## src/wrr_pkg.sv

```systemverilog
package wrr_pkg;

   ////////////////////////////////////////////////////////////
   // Table geometry
   ////////////////////////////////////////////////////////////

   localparam int NUM_PORTS   = 5;      // nf0..nf3 and DMA/CPU
   localparam int NUM_CLASSES = 32;     // Classes per port
   localparam int NUM_FLOWS   = NUM_PORTS * NUM_CLASSES;

   ////////////////////////////////////////////////////////////
   // Field widths
   ////////////////////////////////////////////////////////////

   localparam int PORT_MAP_W = 8;
   localparam int PORT_ID_W  = 3;
   localparam int CLASS_W    = 5;
   localparam int FLOW_ID_W  = PORT_ID_W + CLASS_W;
   localparam int ROUND_W    = 11;
   localparam int OVF_W      = 2;
   localparam int WEIGHT_W   = 8;

   // Rank is overflow, round, class from high to low
   localparam int RANK_W    = OVF_W + ROUND_W + CLASS_W;
   // Read-back is overflow, round, configured weight, weight
   localparam int CPU_VAL_W = OVF_W + ROUND_W + 2 * WEIGHT_W;

   typedef logic [PORT_MAP_W-1:0] port_map_t;   // One-hot ingress port
   typedef logic [PORT_ID_W-1:0]  port_id_t;
   typedef logic [CLASS_W-1:0]    class_t;
   typedef logic [FLOW_ID_W-1:0]  flow_id_t;    // {port id, class}
   typedef logic [ROUND_W-1:0]    round_t;
   typedef logic [OVF_W-1:0]      ovf_t;        // Wraps modulo 4
   typedef logic [WEIGHT_W-1:0]   weight_t;
   typedef logic [RANK_W-1:0]     rank_t;
   typedef logic [CPU_VAL_W-1:0]  cpu_val_t;

endpackage

```

## src/wrr_weight_cfg.sv

```systemverilog
`timescale 1ns/1ps

module wrr_weight_cfg
(
   input  logic              clk_cp,
   input  logic              rst,
   // CPU channel
   input  logic              cpu_wr_i,
   input  wrr_pkg::flow_id_t cpu_wr_idx_i,
   input  wrr_pkg::weight_t  cpu_wr_weight_i,
   input  logic              cpu_rd_i,
   input  wrr_pkg::flow_id_t cpu_rd_idx_i,
   // Packet flow lookup
   input  wrr_pkg::flow_id_t pkt_flow_i,
   // Stored state of the read flow
   input  wrr_pkg::round_t   rd_round_i,
   input  wrr_pkg::ovf_t     rd_ovf_i,
   input  wrr_pkg::weight_t  rd_weight_i,
   output wrr_pkg::weight_t  cfg_weight_o,
   output logic              cpu_valid_o,
   output wrr_pkg::flow_id_t cpu_idx_o,
   output wrr_pkg::cpu_val_t cpu_val_o
);

   localparam wrr_pkg::flow_id_t FLOW_END = wrr_pkg::flow_id_t'(wrr_pkg::NUM_FLOWS);

   wrr_pkg::weight_t  cfg_q [wrr_pkg::NUM_FLOWS];
   wrr_pkg::weight_t  rd_cfg;
   logic              cpu_valid_q;
   wrr_pkg::flow_id_t cpu_idx_q;
   wrr_pkg::cpu_val_t cpu_val_q;

   assign cfg_weight_o = cfg_q[pkt_flow_i];
   assign rd_cfg       = (cpu_rd_idx_i < FLOW_END) ? cfg_q[cpu_rd_idx_i] : '0;

   ////////////////////////////////////////////////////////////
   // Configured weight table
   ////////////////////////////////////////////////////////////

   always_ff @(posedge clk_cp)
   begin
      if (!rst)
      begin
         for (int f = 0; f < wrr_pkg::NUM_FLOWS; f++)
            cfg_q[f] <= 8'd1;   // One packet per round by default
      end
      else if (cpu_wr_i && cpu_wr_idx_i < FLOW_END)
      begin
         cfg_q[cpu_wr_idx_i] <= cpu_wr_weight_i;
      end
   end

   // Response register where a write wins over a read
   always_ff @(posedge clk_cp)
   begin
      if (!rst)
      begin
         cpu_valid_q <= 1'b0;
         cpu_idx_q   <= '0;
         cpu_val_q   <= '0;
      end
      else
      begin
         cpu_valid_q <= cpu_wr_i || cpu_rd_i;
         if (cpu_wr_i)
         begin
            cpu_idx_q <= cpu_wr_idx_i;
            cpu_val_q <= '0;   // Plain acknowledge
         end
         else if (cpu_rd_i)
         begin
            cpu_idx_q <= cpu_rd_idx_i;
            cpu_val_q <= {rd_ovf_i, rd_round_i, rd_cfg, rd_weight_i};
         end
      end
   end

   assign cpu_valid_o = cpu_valid_q;
   assign cpu_idx_o   = cpu_idx_q;
   assign cpu_val_o   = cpu_val_q;

endmodule
```

## config.mk

```make
export PLATFORM = sky130hd
export DESIGN_NAME = wrr_weight_cfg
export DESIGN_NICKNAME = d
export VERILOG_FILES = /design/src/wrr_pkg.sv /design/src/wrr_weight_cfg.sv
export SDC_FILE = /design/constraint.sdc
export NUM_CORES = 2
export LEC_CHECK = 0
export BUFFER_PORTS_ARGS = -buffer_cell sky130_fd_sc_hd__buf_4
export CORE_ASPECT_RATIO = 1.5
export CORE_MARGIN = 4
export CORE_UTILIZATION = 45
export DETAILED_ROUTE_END_ITERATION = 6
export PLACE_DENSITY = 0.71
export SETUP_SLACK_MARGIN = 0.5
export SLEW_MARGIN = 25
export SYNTH_ARGS = -nofsm -noshare
export SYNTH_HDL_FRONTEND = slang
export SYNTH_SLANG_ARGS = --single-unit
```

## constraint.sdc

```tcl
create_clock -name clk_cp -period 2.8 [get_ports clk_cp]
set_input_delay 0.14 -clock clk_cp [delete_from_list [all_inputs] [get_ports clk_cp]]
set_output_delay 0.14 -clock clk_cp [all_outputs]
set_load 0.02 [all_outputs]
```

; Yosys cells after proc, flatten, opt, wreduce, memory -nomap -nowiden
; Memories as Yosys holds them, arrays and structs flattened.
; Cells that the tools add are included.
[totals]
ramBits = 1280
register_bits = 38
input_bits = 57
mem_count = 1
output_inout_bits = 46
wordCells = 22
[mem_list]
columns = memory, depth, width, read_ports, rd_clocked_by_memory_dff, wr, line
row1 = cfg_q, 160, 8, 2, 0, 160, wrr_weight_cfg.sv:27  ; wrr_pkg::weight_t cfg_q [wrr_pkg::NUM_FLOWS];
[classes]
magnitude_cmp = 2
bitwise = 1
reduce_logical = 5
mux = 10
[op_table]
columns = op, n
row1 = $mux 8, 5
row2 = $lt 8x8->1 const B, 2
row3 = $reduce_or 8->1, 1
row4 = $mux 1, 5
row5 = $reduce_bool 2->1, 1
row6 = $reduce_or 2->1, 1
row7 = $logic_and 1x1->1, 1
row8 = $logic_or 1x1->1, 1
row9 = $not 1->1, 1

; Depth between registers and ports, before layout
[depth]
ltp_word = 7
mapped_depth = 12

; Least setup slack after synthesis
; Ideal clock, no wire load.
[synth_path]
kind = input-to-output
start = input port pkt_flow_i[0]
end = output port cfg_weight_o[0]
stages = 10
n_path_buf = 4
required_time_ps = 2660
t_arrival_ps = 2326
setup_slack_ps = 334
path_cell_list = buf_4 > buf_4 > buf_4 > nor2b_1 > buf_4 > a22oi_1 > a22oi_1 > o211ai_1 > a21oi_1 > nor4b_1
[synth_via]
elab_chain_cells = 1
[synth_rtl]
columns = element, line
row1 = from (decl), wrr_weight_cfg.sv:14  ; input wrr_pkg::flow_id_t pkt_flow_i,
row2 = $mem_v2 160x8, -
row3 = to (decl), wrr_weight_cfg.sv:19  ; output wrr_pkg::weight_t cfg_weight_o,
; Every way passes these cells.

==> impl_summary.txt <==
----------------------------------------------------
[Worst setup path]
  Data arrival time of the critical path ... 3570 ps
  Crit Path Max Fanout ... 2
  Cell repeated most along the worst path ... sky130_fd_sc_hd__buf_4
  CP Cell Sequence ... mux4_2 -> mux2i_1 -> buf_4 -> nor3_2 -> buf_4 -> a221oi_2 -> nand4_1 -> o221ai_4 -> buf_6 -> nor4b_4 -> buf_4 -> buf_6
  CP Launch Type ... flip-flop
  Cell type of the slowest stage on the worst timing path ... sky130_fd_sc_hd__mux4_2
  Data required time of the critical path ... 2660 ps
  Critical path start-end classification ... reg2out
  Worst Setup End Kind ... primary output
  Largest stage delay on the critical path ... 520 ps

[Min path]
  Worst hold path class ... in2reg

[Placement]
  Dpl cells ... 10,765
  Final RePlAce weighted congestion ... 1.01
  DP HPWL ... 236,000 um
  Quantity of I/O buffers inserted on ports ... 102

[GRT]
  Wire length of the first global-routing pass ... 469,000 um
  Largest net degree at the start of global routing ... about 130
  Total global-route track usage ... 0.278
  Vias in the first global route ... ~67,000
  Initial antenna violation count ... 18
  Residual overflow from global routing ... 0

[Timing]
  Setup slack after layout ... -911 ps
  Final clock period utilization by the worst path ... 1.33
  Final Hold Fails ... 0
  Hold_ws ... 43.5 ps
  RSZ-0062 raised after global routing ... yes
  Setup Skew ... 80.5 ps
  Worst-Margin Slew ... 1140 ps
  Max Transition Viols Final ... 0
  Tightest slew margin relative to the limit ... 0.241
  Final critical delay including setup and external delays ... between 3000 and 4000 ps
  Final-report setup violation count ... 8
  Highest Clock Rate ... 269 MHz

[Yosys]
  Seq cells post-synth ... 2,086
  Sequential share of the synthesized area ... 0.615
  Synth Instances ... 6,636
  Number of flops mapped to enable cells by yosys ... 2,048
  Synth Warn # ... 0
  Most used flip-flop cell after synthesis ... sky130_fd_sc_hd__edfxtp_1
  Synthesized cell area ... approximately 100,000 sq um
  Number of distinct library cells after synthesis ... 64
  Fraction of registers with async set or reset after synthesis ... 0
  Per-instance average area after synthesis ... 15.3 sq um

[Final layout]
  Ratio of cells with drive above 1 in the final layout ... 0.235
  Layout-stage area growth over the synthesis result ... 19.7%
  Fillcell total ... around 18,000
  NumNets Final ... 8,074
  Finished Layout Cells ... 11,191

[Clock tree]
  CTS root buffer ... sky130_fd_sc_hd__clkbuf_16
  Clock slew at the register clock pins of the worst setup and hold paths ... 70 ps
  Total CTS buffers ... 195
  Max clock buf depth ... 4
  CTS tree ... built
  Clock latency reported for the late side of the worst-skew pair ... 880 ps
  H-Tree Depth ... 4
  Clock Sink Count ... 2,086

[Power]
  Clock network fraction of design power ... 0.369
  LEAKAGE ... ~45 nW
  Switching share of power ... 0.245
  Total Power Consumption ... 72.7 mW
  Peak supply drop ... 0.578 mV
  Internal power of the cells ... 54.9 mW
  Part of the power in combinational logic ... 0.120
  Flop pwr share ... 0.511
  Total power divided by cell area ... 600 nW/um^2
  Psw ... 17.8 mW

[Floorplanning]
  Die H ... slightly below 600 um
  Num rows ... about 210
  Number of ports placed on the die boundary ... 103
  Full die area ... 233,000 sq um
  Starting density of the core ... 0.452
  Chip Width ... about 400 um
  Core Area ... 224,000 sq um

[Route]
  Number of nets with antenna violations after detailed routing ... 0
  Count of unresolved DRC violations after routing ... 2
  Detail-routed via count per cell ... 5.90
  Routed wirelength normalized by instance count ... 29.3 um
  Wire length after detailed routing ... 328,000 um
  Number of detailed-routing iterations run before antenna repair ... 7
  Number of violations reported at the end of detailed-routing iteration 0 ... 7,394
  Routed vias ... 66,013

[Run status]
  Violated checks ... DRC, setup timing
  Result of the run ... finished with violations

[Job]
  Max-cap violations ... 0

----------------------------------------------------
[layer usage]
metal,part of all wire,vias up,GRT usage
li1,-,27933,-
met1,0.33,33526,0.313
met2,0.49,3455,0.469
met3,0.076,1085,0.0442
met4,0.099,14,0.226
met5,0.00026,-,0
[metrics by stage]
| stage | TNS (ps) | util | area, sq um | setup WS [ps] |
|---|---|---|---|---|
| after floorplan | 0 | - | 104000 | 586 |
| after global placement | -5370 | 0.507 | 114000 | -754 |
| after detailed placement | -4930 | 0.507 | 114000 | -725 |
| after CTS | -6020 | 0.540 | 121000 | -863 |
| after global routing | -6460 | 0.541 | 121000 | -978 |
| final | -6180 | 0.541 | 121000 | -911 |
[cell families after synthesis]
family,synth area share
flip-flops,0.615
AND/OR/NAND/NOR,0.110
buffers and inverters,0.0294
AO/OA/AOI/OAI,0.0499
other,0.0000371
multiplexers,0.196
[cell type report]
type	instances	area (sq um)	share of cell area
multi-input combinational	4720	39400	0.325
antenna	13	32.5	0.000268
clock inverter	115	1160	0.00961
tap	3010	3770	0.0311
clock buffer	233	5110	0.0421
timing repair buffer	1010	9410	0.0776
inverter	4	15.0	0.000124
sequential	2086	62300	0.514
[placed cells by master (no fill, tap or decap), types with 13 or more instances in the layout]
master,n
sky130_fd_sc_hd__a21oi_1,47
sky130_fd_sc_hd__a221o_1,13
sky130_fd_sc_hd__a221oi_1,47
sky130_fd_sc_hd__a22o_1,30
sky130_fd_sc_hd__a22oi_1,227
sky130_fd_sc_hd__a22oi_2,13
sky130_fd_sc_hd__a31oi_1,29
sky130_fd_sc_hd__and2_1,1062
sky130_fd_sc_hd__and3_1,74
sky130_fd_sc_hd__buf_12,123
sky130_fd_sc_hd__buf_4,797
sky130_fd_sc_hd__buf_6,17
sky130_fd_sc_hd__bufinv_16,21
sky130_fd_sc_hd__clkbuf_1,33
sky130_fd_sc_hd__clkbuf_16,198
sky130_fd_sc_hd__clkinv_1,31
sky130_fd_sc_hd__clkinv_2,34
sky130_fd_sc_hd__conb_1,768
sky130_fd_sc_hd__dfxtp_1,38
sky130_fd_sc_hd__diode_2,13
sky130_fd_sc_hd__dlygate4sd3_1,63
sky130_fd_sc_hd__edfxtp_1,2048
sky130_fd_sc_hd__mux2i_1,663
sky130_fd_sc_hd__mux4_2,575
sky130_fd_sc_hd__nand2_1,183
sky130_fd_sc_hd__nand3_1,81
sky130_fd_sc_hd__nand4_1,29
sky130_fd_sc_hd__nor2_1,248
sky130_fd_sc_hd__nor2b_1,17
sky130_fd_sc_hd__nor3_1,24
sky130_fd_sc_hd__o211ai_1,57
sky130_fd_sc_hd__o21ai_0,183
sky130_fd_sc_hd__o221ai_1,13
sky130_fd_sc_hd__o22ai_1,20
sky130_fd_sc_hd__or3_1,165
[sequential cells by signal (all words and copies together), names as in the netlist]
name	cells
cfg_q	2048
cpu_val_o	29
cpu_idx_o	8
cpu_valid_o	1
[worst max-delay path, delay by kind of cell (launching register included)]
| family | cells | cell delay [ps] |
|---|---|---|
| buffers and inverters | 5 | 750 |
| flip-flops | 1 | 420 |
| multiplexers | 2 | 700 |
| AO/OA/AOI/OAI | 2 | 410 |
| AND/OR/NAND/NOR | 3 | 420 |
[Yosys cell counts, types with 37 or more instances]
| cell | number | area share |
|---|---|---|
| sky130_fd_sc_hd__edfxtp_1 | 2048 | 0.61 |
| sky130_fd_sc_hd__and2_1 | 1063 | 0.066 |
| sky130_fd_sc_hd__mux2i_1 | 673 | 0.067 |
| sky130_fd_sc_hd__mux4_2 | 575 | 0.13 |
| sky130_fd_sc_hd__clkbuf_1 | 351 | 0.013 |
| sky130_fd_sc_hd__nor2_1 | 252 | 0.0093 |
| sky130_fd_sc_hd__a22oi_1 | 240 | 0.018 |
| sky130_fd_sc_hd__nand2_1 | 187 | 0.0069 |
| sky130_fd_sc_hd__o21ai_0 | 184 | 0.0091 |
| sky130_fd_sc_hd__or3_1 | 166 | 0.010 |
| sky130_fd_sc_hd__buf_2 | 94 | 0.0046 |
| sky130_fd_sc_hd__nand3_1 | 86 | 0.0043 |
| sky130_fd_sc_hd__buf_4 | 78 | 0.0058 |
| sky130_fd_sc_hd__and3_1 | 74 | 0.0046 |
| sky130_fd_sc_hd__o211ai_1 | 57 | 0.0042 |
| sky130_fd_sc_hd__a21oi_1 | 55 | 0.0027 |
| sky130_fd_sc_hd__a221oi_1 | 50 | 0.0043 |
| sky130_fd_sc_hd__dfxtp_1 | 38 | 0.0075 |
| sky130_fd_sc_hd__buf_6 | 37 | 0.0041 |
[what timing repair did]
item | CTS | global route
hold buffers | 63 | 0
gates resized for setup | 85 | 12
buffers inserted | 1 | 1
pin swaps | 15 | 7
hold endpoints to repair | 161 | 0
endpoints found under the setup margin | 16 | 16
[final timing paths]
check	startpoint	end	slack (ps)	depth (start not counted)
worst max-delay path	cfg_q[67][5]	cfg_weight_o[5]	-910	12
worst min-delay path	cpu_rd_idx_i[6]	cpu_val_o[8]	40	6
worst max register to register	cfg_q[82][4]	cpu_val_o[12]	290	10
worst min register to register	cpu_val_o[21]	cpu_val_o[21]	500	2
[power groups by stage]
stage | Sequential (mW) | Clock [mW] | Combinational, mW
after global placement | 37.7 | 0 | 8.23
after floorplan | 37.4 | 0 | 4.48
after global routing | 37.3 | 28.3 | 9.05
final | 37.2 | 26.8 | 8.76
after detailed placement | 37.8 | 0 | 8.30
after CTS | 37.2 | 27.1 | 8.56
(Power assumes the default switching activity.)
