$ cat src/wrr_pkg.sv
package wrr_pkg;

   ////////////////////////////////////////////////////////////
   // Table geometry
   ////////////////////////////////////////////////////////////

   localparam int NUM_PORTS   = 5;      // nf0..nf3 and DMA/CPU
   localparam int NUM_CLASSES = 32;     // Classes per port
   localparam int NUM_FLOWS   = NUM_PORTS * NUM_CLASSES;

   ////////////////////////////////////////////////////////////
   // Field widths
   ////////////////////////////////////////////////////////////

   localparam int PORT_MAP_W = 8;
   localparam int PORT_ID_W  = 3;
   localparam int CLASS_W    = 5;
   localparam int FLOW_ID_W  = PORT_ID_W + CLASS_W;
   localparam int ROUND_W    = 11;
   localparam int OVF_W      = 2;
   localparam int WEIGHT_W   = 8;

   // Rank is overflow, round, class from high to low
   localparam int RANK_W    = OVF_W + ROUND_W + CLASS_W;
   // Read-back is overflow, round, configured weight, weight
   localparam int CPU_VAL_W = OVF_W + ROUND_W + 2 * WEIGHT_W;

   typedef logic [PORT_MAP_W-1:0] port_map_t;   // One-hot ingress port
   typedef logic [PORT_ID_W-1:0]  port_id_t;
   typedef logic [CLASS_W-1:0]    class_t;
   typedef logic [FLOW_ID_W-1:0]  flow_id_t;    // {port id, class}
   typedef logic [ROUND_W-1:0]    round_t;
   typedef logic [OVF_W-1:0]      ovf_t;        // Wraps modulo 4
   typedef logic [WEIGHT_W-1:0]   weight_t;
   typedef logic [RANK_W-1:0]     rank_t;
   typedef logic [CPU_VAL_W-1:0]  cpu_val_t;

endpackage

$ cat src/wrr_rank_calc.sv
`timescale 1ns/1ps

module wrr_rank_calc
#(
   parameter int unsigned MAX_ROUND = 2047
)
(
   input  logic               clk_cp,
   input  logic               rst,
   input  logic               pkt_valid_i,
   input  wrr_pkg::port_map_t pkt_port_i,
   input  wrr_pkg::class_t    pkt_class_i,
   // Caught-up state of the packet flow
   input  wrr_pkg::round_t    cur_round_i,
   input  wrr_pkg::ovf_t      cur_ovf_i,
   input  wrr_pkg::weight_t   cur_weight_i,
   input  wrr_pkg::weight_t   cfg_weight_i,
   output wrr_pkg::flow_id_t  pkt_flow_o,
   output logic               wr_en_o,
   output wrr_pkg::round_t    wr_round_o,
   output wrr_pkg::ovf_t      wr_ovf_o,
   output wrr_pkg::weight_t   wr_weight_o,
   output logic               rank_valid_o,
   output wrr_pkg::rank_t     rank_o
);

   localparam wrr_pkg::round_t ROUND_LAST = wrr_pkg::round_t'(MAX_ROUND);

   wrr_pkg::port_id_t port_id;
   logic              rank_valid_q;
   wrr_pkg::rank_t    rank_q;

   ////////////////////////////////////////////////////////////
   // Port decode
   ////////////////////////////////////////////////////////////

   always_comb
   begin
      case (pkt_port_i)
         8'h01:   port_id = 3'd0;
         8'h04:   port_id = 3'd1;
         8'h10:   port_id = 3'd2;
         8'h40:   port_id = 3'd3;
         default: port_id = wrr_pkg::port_id_t'(wrr_pkg::NUM_PORTS - 1);   // DMA/CPU port
      endcase
   end

   assign pkt_flow_o = {port_id, pkt_class_i};

   ////////////////////////////////////////////////////////////
   // WRR step
   ////////////////////////////////////////////////////////////

   always_comb
   begin
      wr_round_o  = cur_round_i;
      wr_ovf_o    = cur_ovf_i;
      wr_weight_o = cur_weight_i + 8'd1;
      if (cur_weight_i >= cfg_weight_i)
      begin
         // Weight used up so move to the next round
         wr_weight_o = 8'd1;
         if (cur_round_i < ROUND_LAST)
         begin
            wr_round_o = cur_round_i + 11'd1;
         end
         else
         begin
            wr_round_o = 11'd1;
            wr_ovf_o   = cur_ovf_i + 2'd1;   // Epoch wraps mod 4
         end
      end
   end

   assign wr_en_o = pkt_valid_i;

   // Rank register
   always_ff @(posedge clk_cp)
   begin
      if (!rst)
      begin
         rank_valid_q <= 1'b0;
         rank_q       <= '0;
      end
      else
      begin
         rank_valid_q <= pkt_valid_i;
         if (pkt_valid_i)
            rank_q <= {wr_ovf_o, wr_round_o, pkt_class_i};
      end
   end

   assign rank_valid_o = rank_valid_q;
   assign rank_o       = rank_q;

endmodule

$ cat config.mk
export PLATFORM = sky130hd
export DESIGN_NAME = wrr_rank_calc
export DESIGN_NICKNAME = d
export VERILOG_FILES = /design/src/wrr_pkg.sv /design/src/wrr_rank_calc.sv
export SDC_FILE = /design/constraint.sdc
export NUM_CORES = 1
export LEC_CHECK = 0
export BUFFER_PORTS_ARGS = -buffer_cell sky130_fd_sc_hd__buf_2
export CORE_MARGIN = 2
export CORE_UTILIZATION = 40
export DETAILED_ROUTE_END_ITERATION = 6
export PLACE_DENSITY_LB_ADDON = 0.1
export SYNTH_ARGS = -nofsm -noshare
export SYNTH_HDL_FRONTEND = slang
export SYNTH_SLANG_ARGS = --single-unit
$ cat constraint.sdc
create_clock -name clk_cp -period 2.7 [get_ports clk_cp]
set_input_delay 0.405 -clock clk_cp [delete_from_list [all_inputs] [get_ports clk_cp]]
set_output_delay 0.405 -clock clk_cp [all_outputs]
set_load 0.02 [all_outputs]
Word-level counts from Yosys, hierarchy flattened
Index checks and enable logic that the tools add are counted.

word-level totals
  register bits = 19
  logic and storage cells = 17
  output and inout bits = 49

cells by class
  equality and inequality tests = 4
  mux-type cells = 6
  add/sub/neg operators = 3
  order comparisons = 2

operators with widths
  operator                                        number
  2-to-1 mux 11 bit                               2
  case mux 3 bit (4 select lines)                 1
  adder 11 x 1 -> 11 bit (second input constant)  1
  < comparator 11 bit (second input constant)     1
  adder 8 x 1 -> 8 bit (second input constant)    1
  == test 8 x 1 -> 1 bit (second input constant)  1
  == test 8 x 3 -> 1 bit (second input constant)  1
  == test 8 x 5 -> 1 bit (second input constant)  1
  == test 8 x 7 -> 1 bit (second input constant)  1
  >= comparator 8 bit                             1
  2-to-1 mux 8 bit                                1
  2-to-1 mux 2 bit                                2
  adder 2 x 1 -> 2 bit (second input constant)    1

Logic depth before layout (Yosys ltp)
Gate-level depths: netlist of run 1.

  depth after elaboration = 3
  depth in mapped cells = 9
  gate-level depth less buffers = 8

Worst setup path before layout of run 1
No wires, ideal clock.

  kind = input-to-output
  start point = input port cfg_weight_i[2]
  end point = output port wr_round_o[3]
  stages on the path = 9
  path buffers = 1
  data required time = 2,295 ps
  path slack = 162 ps
  data arrival time = 2,133 ps
  cells stage by stage = inv_1 ha_1 and3_1 o21ai_2 a311oi_4 or2_2 buf_4 nand4_1 xnor2_1

on the way
  longest elaborated chain between the ends = 2

ends and longest elaborated chain
  element              RTL line             text
  start: declaration   wrr_rank_calc.sv:17  input wrr_pkg::weight_t cfg_weight_i,
  >= comparator 8 bit  wrr_rank_calc.sv:59  if (cur_weight_i >= cfg_weight_i)
  2-to-1 mux 11 bit    wrr_rank_calc.sv:59
  end: declaration     wrr_rank_calc.sv:20  output wrr_pkg::round_t wr_round_o,

No other way between the ends.

Worst setup path after layout of run 1
  start point = input port cur_weight_i[1]
  end point = output port wr_round_o[3]

on the way
  longest elaborated chain between the ends = 2

ends and longest elaborated chain
  element              RTL line             text
  start: declaration   wrr_rank_calc.sv:16  input wrr_pkg::weight_t cur_weight_i,
  >= comparator 8 bit  wrr_rank_calc.sv:59
  2-to-1 mux 11 bit    wrr_rank_calc.sv:59

No other way between the ends.

==> results of run 1 <==
[critical path, stage by stage]
cell,delay (ps)
sky130_fd_sc_hd__buf_2,110
sky130_fd_sc_hd__ha_1,290
sky130_fd_sc_hd__nor2b_1,130
sky130_fd_sc_hd__o211ai_1,260
sky130_fd_sc_hd__a311oi_4,170
sky130_fd_sc_hd__or2_2,340
sky130_fd_sc_hd__nand4_1,150
sky130_fd_sc_hd__xnor2_1,130
sky130_fd_sc_hd__buf_2,180
[cells in the final DEF, fill, tap and decap left out, types with 7 or more instances in the layout]
cell type / synthesis / final
sky130_fd_sc_hd__nand2_1: 14 / 14
sky130_fd_sc_hd__xnor2_1: 9 / 9
sky130_fd_sc_hd__ha_1: 10 / 10
sky130_fd_sc_hd__buf_2: 1 / 93
sky130_fd_sc_hd__inv_1: 13 / 13
sky130_fd_sc_hd__buf_4: 8 / 7
sky130_fd_sc_hd__dfxtp_1: 19 / 19
sky130_fd_sc_hd__nand3_1: 10 / 10
sky130_fd_sc_hd__o21ai_0: 21 / 21
sky130_fd_sc_hd__a31oi_1: 7 / 7
sky130_fd_sc_hd__nor2b_1: 9 / 9
sky130_fd_sc_hd__nor2_1: 9 / 9
[power breakdown]
group | switching (µW) | total [µW] | leakage [µW] | internal, µW
Sequential | 8.21 | 308 | 0.000158 | 300
Clock | 93.5 | 196 | 0.0000255 | 102
Combinational | 189 | 314 | 0.000855 | 124
Total | 291 | 818 | 0.00104 | 526
[state kept, by name, summed over array words and instances, names as in the netlist]
signal / flops
rank_o: 18
rank_valid_o: 1
[routing by layer]
layer / track usage [%] / wire (µm)
met2: 33.8 / 1810
met5: 0 / 0
met1: 21.4 / 1680
met4: 5.47 / 27
met3: 1.88 / 241
[layout make-up]
cell class                 count  area [µm²]
fill                         379        1580
multi-input combinational    146         997
timing repair buffer         100         518
sequential                    19         380
tap                           48        60.1
inverter                      13        48.8
clock buffer                   3        41.3
clock inverter                 1        5.00
[path summary, 6_finish.rpt]
| path | start | endpoint | slack [ps] | cells after the start |
|---|---|---|---|---|
| max reg2reg | rank_o[8] | rank_o[8] | 1700 | 5 |
| min reg2reg | rank_o[3] | rank_o[3] | 510 | 2 |
| max | cur_weight_i[1] | wr_round_o[3] | 130 | 9 |
| min | pkt_class_i[3] | rank_o[3] | 420 | 3 |
[through the flow]
| step | worst slack, ps | utilization [%] | cells |
|---|---|---|---|
| global route | -9.07 | 56.4 | 330 |
| floorplan | 162 | - | 192 |
| global placement | 25.4 | 55.0 | 326 |
| detailed placement | 6.17 | 55.0 | 326 |
| finish | 126 | 56.4 | 330 |
| CTS | 111 | 56.4 | 330 |
[what timing repair did]
item / 4_1_cts / 5_1_grt
resized for setup: 1 / 0
endpoints found under the setup margin: 1 / 2
setup buffers: 0 / 0
pin swaps: 0 / 1
[cell families (layout without fill, tap and decap cells)]
kind of cell	after synthesis	in the layout	synth area share, %
mux	5	5	3.33
compound gates	46	46	20.6
buf+inv	27	117	8.81
flops	19	19	25.3
fa+ha+maj	10	10	8.31
xor+xnor	15	15	8.73
simple gates	70	70	24.9
==> out/qor.csv, run 1 <==
stage;metric;value;unit
outcome;run status;finished clean;
worst_setup_path;kind of capture point of the worst setup path;output port;
route;vias after detailed routing;1631;
die;Cell Rows;22;
die;core region area;0.00363;mm²
clocking;TritonCTS clock tree;built;
sta;Total Neg Setup Slack;0;ps
clocking;number of levels in the clock H-tree;1;
placement;placed instance area;0.00200;mm²
synthesis;post-synth design cell area;0.00151;mm²
clocking;clk sink count;19;
sta;post-route minimum period;2570;ps
power;worst vdd rail ir drop;0.152;mV
sta;Slew HR;65.3;%
layout;share of final-layout standard cells stronger than drive strength 1;40.4;%
route;TritonRoute pass-1 iters;4;
synthesis;leading cell type by number of instances after synthesis;sky130_fd_sc_hd__o21ai_0;
sta;setup violators final;0;
route;initial drt markers;73;
global_route;Tot GR Track Use;18.0;%
worst_setup_path;Data arrival, critical path;2170;ps
hold_path;Hold/Removal Path Class;input port to register;
clocking;count of hold-fix buffers inserted at cts;0;
route;number of vias per cell after detailed routing;4.94;
sta;unrepaired setup endpoints after global routing;yes;
clocking;TritonCTS Buffers;3;
die;number of top-level pins;94;
global_route;initial antenna violation count;0;
power;Leak Pwr;0.00104;µW
die;die area;0.00427;mm²
run;max_cap viols;0;
sta;Hold Worst Slack;418;ps
synthesis;largest area contributor in the netlist;sky130_fd_sc_hd__dfxtp_1;
route;antenna-violating nets left;0;
placement;I/O Buffers;93;
clocking;clock latency on the worst-skew pair;250;ps
global_route;vias in the first global route;1513;
die;Die X;65.3;µm
power;cell area power density;399;mW/mm²
synthesis;proportion of synthesized flip-flops having asynchronous set or reset;0;%
synthesis;Unique masters post-synth;38;
power;Total Power;818;µW
worst_setup_path;Startpoint Class;input port;
synthesis;top post-synthesis cells by count;21 x sky130_fd_sc_hd__o21ai_0, 19 x sky130_fd_sc_hd__dfxtp_1, 14 x sky130_fd_sc_hd__nand2_1, 13 x sky130_fd_sc_hd__inv_1;
clocking;Clock Tree Buf Depth;2;
worst_setup_path;worst setup path category;input port to output port;
sta;post-route clock period utilization;95.3;%
clocking;clock-pin slew on the worst setup and hold paths;80;ps
placement;post-detailed-placement half-perimeter wirelength;3060;µm
synthesis;count of flip-flops with a built-in enable after synthesis;0;
global_route;largest net degree at the start of global routing;30;
placement;Placer Congestion;0.746;
sta;Achievable Freq;389;MHz
synthesis;synthesized instance count;192;
layout;final non-filler cell area;0.00205;mm²
global_route;overflow left after global routing;0;
synthesis;number of warnings printed during yosys synthesis;0;
sta;pins over their slew limit;0;
die;Die Y;65.3;µm
synthesis;synthesized area per cell;7.84;µm²
sta;number of failing hold endpoints at the final stage;0;
synthesis;proportion of synthesized chip area in sequential cells;25.3;%
layout;area overhead of the layout relative to synthesis;36.2;%
route;average wire per standard cell;11.4;µm
sta;Final Skew;0;ps
synthesis;number of nets in the synthesized netlist;247;
layout;antenna diode count;0;
worst_setup_path;peak fanout along the critical path;4;
worst_setup_path;required time worst endpoint;2300;ps
route;post-route DRC violation count;0;
route;Total Routed Length;3760;µm
layout;Post-layout nets;338;
die;effective utilization at floorplan;41.4;%
synthesis;leading cell types by total area after synthesis;sky130_fd_sc_hd__dfxtp_1 25%, sky130_fd_sc_hd__ha_1 8.3%, sky130_fd_sc_hd__o21ai_0 7.0%;
global_route;first-pass GRT wire length;6230;µm
synthesis;fraction of synthesized cell area taken by the top area cell type;25.3;%
sta;transition time of the tightest slew-check pin;521;ps
synthesis;Main synth FF type;sky130_fd_sc_hd__dfxtp_1;
synthesis;Synth Register Bits;19;
clocking;Clock Root Buffer;sky130_fd_sc_hd__clkbuf_8;
Power figures use the tool's default switching activity.
==> inputs of run 2 (changes only) <==
--- a/config.mk
+++ b/config.mk
@@ -9,7 +9,7 @@
 export CORE_MARGIN = 2
 export CORE_UTILIZATION = 40
 export DETAILED_ROUTE_END_ITERATION = 6
-export PLACE_DENSITY_LB_ADDON = 0.1
+export PLACE_DENSITY_LB_ADDON = 0.3
 export SYNTH_ARGS = -nofsm -noshare
 export SYNTH_HDL_FRONTEND = slang
 export SYNTH_SLANG_ARGS = --single-unit
==> run 2 against run 1 <==
Net effect:
- combinational power barely moved
- hold slack improved by 10 ps
- critical endpoint is now wr_round_o[6]
- die area did not move
- core utilization rose by 0.28 points
- largest power group unchanged
- cell count fell by 0.30%
- clock-buffer cell count did not move
- first-iteration DRC count fell by 19%
- clock skew did not move
- sequential share of layout area fell by 0.090 points
==> out/qor.csv, run 2 (synthesis gave the netlist of run 1 again) <==
stage;metric;value;unit;change
outcome;run status;finished clean;;
layout;FILL cells;359;;-5.3%
layout;antenna diode count;0;;unchanged
clocking;Clock Root Buffer;sky130_fd_sc_hd__clkbuf_8;;
layout;area overhead of the layout relative to synthesis;36.9;%;
die;Die Y;65.3;µm;unchanged
worst_setup_path;worst setup path category;input port to output port;;
run;max_cap viols;0;;unchanged
clocking;clock-pin slew on the worst setup and hold paths;70;ps;about the same
worst_setup_path;Startpoint Class;input port;;
route;average wire per standard cell;11.0;µm;-3.1%
sta;setup violators final;0;;unchanged
placement;I/O Buffers;93;;unchanged
layout;share of final-layout standard cells stronger than drive strength 1;40.2;%;-0.21 points
route;Total Routed Length;3630;µm;-3.4%
layout;most common cell after layout, fill and taps aside;sky130_fd_sc_hd__buf_2;;
die;number of top-level pins;94;;unchanged
layout;number of non-filler instances in the completed layout;329;;-0.30%
power;switching power of the nets;284;µW;-2.3%
route;TritonRoute pass-1 iters;4;;unchanged
global_route;first-pass GRT wire length;6110;µm;-1.9%
die;effective utilization at floorplan;41.4;%;unchanged
clocking;TritonCTS clock tree;built;;
power;register share of total power;37.8;%;+0.2 points
worst_setup_path;peak fanout along the critical path;15;;+11
clocking;count of hold-fix buffers inserted at cts;0;;unchanged
power;Leak Pwr;0.00104;µW;+0.19%
layout;final non-filler cell area;0.00206;mm²;+0.49%
clocking;TritonCTS Buffers;3;;unchanged
layout;Post-Route Utilization;56.7;%;+0.28 points
placement;Placer Congestion;0.789;;+5.7%
power;power share of the clock group;23.3;%;-0.7 points
clocking;Clock Tree Buf Depth;2;;unchanged
sta;post-route minimum period;2600;ps;+22.1 ps
layout;Post-layout nets;337;;-0.30%
clocking;number of levels in the clock H-tree;1;;unchanged
layout;leading cell types in the layout, fill and taps excluded;89 x sky130_fd_sc_hd__buf_2, 21 x sky130_fd_sc_hd__o21ai_0, 19 x sky130_fd_sc_hd__dfxtp_1;;
sta;Achievable Freq;385;MHz;-0.85%
power;cell area power density;395;mW/mm²;-0.85%
power;cell-internal power;530;µW;+0.73%
sta;post-route clock period utilization;96.1;%;+0.82 points
placement;placed cell count;325;;-0.31%
die;Die X;65.3;µm;unchanged
layout;combined flip-flop and latch cell area;380;µm²;unchanged
sta;transition time of the tightest slew-check pin;498;ps;-23.4 ps
placement;placed instance area;0.00200;mm²;+0.25%
layout;flip-flop count of the largest register, all copies and words added;18;;unchanged
worst_setup_path;kind of capture point of the worst setup path;output port;;
sta;pins over their slew limit;0;;unchanged
sta;number of failing hold endpoints at the final stage;0;;unchanged
global_route;Tot GR Track Use;17.2;%;-0.83 points
die;die area;0.00427;mm²;unchanged
sta;unrepaired setup endpoints after global routing;yes;;
global_route;overflow left after global routing;0;;unchanged
route;post-route DRC violation count;0;;unchanged
sta;Slew HR;66.8;%;+1.6 points
route;initial drt markers;59;;-19%
placement;post-detailed-placement half-perimeter wirelength;3010;µm;-1.7%
route;number of vias per cell after detailed routing;4.95;;about the same
route;antenna-violating nets left;0;;unchanged
worst_setup_path;Data arrival, critical path;2190;ps;+20 ps
power;share of power burned in combinational logic;38.9;%;+0.5 points
global_route;initial antenna violation count;0;;unchanged
power;worst vdd rail ir drop;0.167;mV;+9.8%
power;proportion of total power due to net switching;34.9;%;-0.70 points
global_route;vias in the first global route;1470;;-2.8%
power;Total Power;815;µW;-0.36%
die;core region area;0.00363;mm²;unchanged
sta;Final Skew;0;ps;unchanged
die;Cell Rows;22;;unchanged
worst_setup_path;required time worst endpoint;2300;ps;about the same
global_route;largest net degree at the start of global routing;30;;unchanged
clocking;clk sink count;19;;unchanged
route;vias after detailed routing;1627;;-0.25%
clocking;clock latency on the worst-skew pair;250;ps;about the same
layout;multi-input logic area;992;µm²;-0.50%
hold_path;Hold/Removal Path Class;input port to register;;
==> run 2: cell types whose count changed in the layout (fill, tap and decap cells not counted) <==
cell	before	now
sky130_fd_sc_hd__buf_4	7	9
sky130_fd_sc_hd__nor2_4	1	0
sky130_fd_sc_hd__nor2_2	0	1
sky130_fd_sc_hd__buf_12	0	1
sky130_fd_sc_hd__buf_2	93	89
==> run 2: per-stage QoR <==
step                      TNS, ps  worst slack (ps)  hold WS [ps]
after global placement          0               108           490
after floorplan                 0               162           543
after global routing        -2.30             -2.30           468
after detailed placement        0              64.2           497
after CTS                       0              64.1           426
final                           0               104           428
==> run 2: what timing repair did <==
item	CTS	global route
gates resized for setup	0	4
setup endpoints to repair	0	4
setup buffers	0	0
hold endpoints to repair	0	0
==> run 2: worst max-delay path, stage by stage <==
cell	delay, ps
sky130_fd_sc_hd__buf_2	110
sky130_fd_sc_hd__ha_1	280
sky130_fd_sc_hd__and3_1	170
sky130_fd_sc_hd__o21ai_2	70
sky130_fd_sc_hd__a311oi_4	320
sky130_fd_sc_hd__nor2_2	100
sky130_fd_sc_hd__buf_12	150
sky130_fd_sc_hd__or3_1	360
sky130_fd_sc_hd__nand2_1	90
sky130_fd_sc_hd__buf_4	130
==> run 2: power groups by stage <==
stage / clock network (µW) / logic (µW) / registers, µW
final: 190 / 317 / 308
after global routing: 209 / 353 / 310
after CTS: 196 / 318 / 308
after detailed placement: 0 / 317 / 314
after global placement: 0 / 315 / 314
after floorplan: 0 / 170 / 338
==> run 2: path summary, 6_finish.rpt <==
kind              startpoint             to  slack, ps  cells after the start
max          cur_weight_i[2]  wr_round_o[6]        100                     10
min           pkt_class_i[0]      rank_o[0]        430                      3
max reg2reg        rank_o[8]      rank_o[8]       1690                      5
min reg2reg        rank_o[2]      rank_o[2]        510                      2
==> run 2: area by class of cell <==
type | instances | area share [%]
tap | 48 | 2.91
inverter | 13 | 2.37
timing repair buffer | 99 | 25.9
clock inverter | 1 | 0.243
clock buffer | 3 | 2.00
sequential | 19 | 18.5
multi-input combinational | 146 | 48.1
==> run 2: metal layers <==
layer  wire length, µm  global-route usage [%]  up-vias
met5                 0                       0        -
met4                 0                    3.91        0
met3               250                    2.23        0
met2              1710                    30.4       61
met1              1670                    22.3      717
li1                  -                       -      849
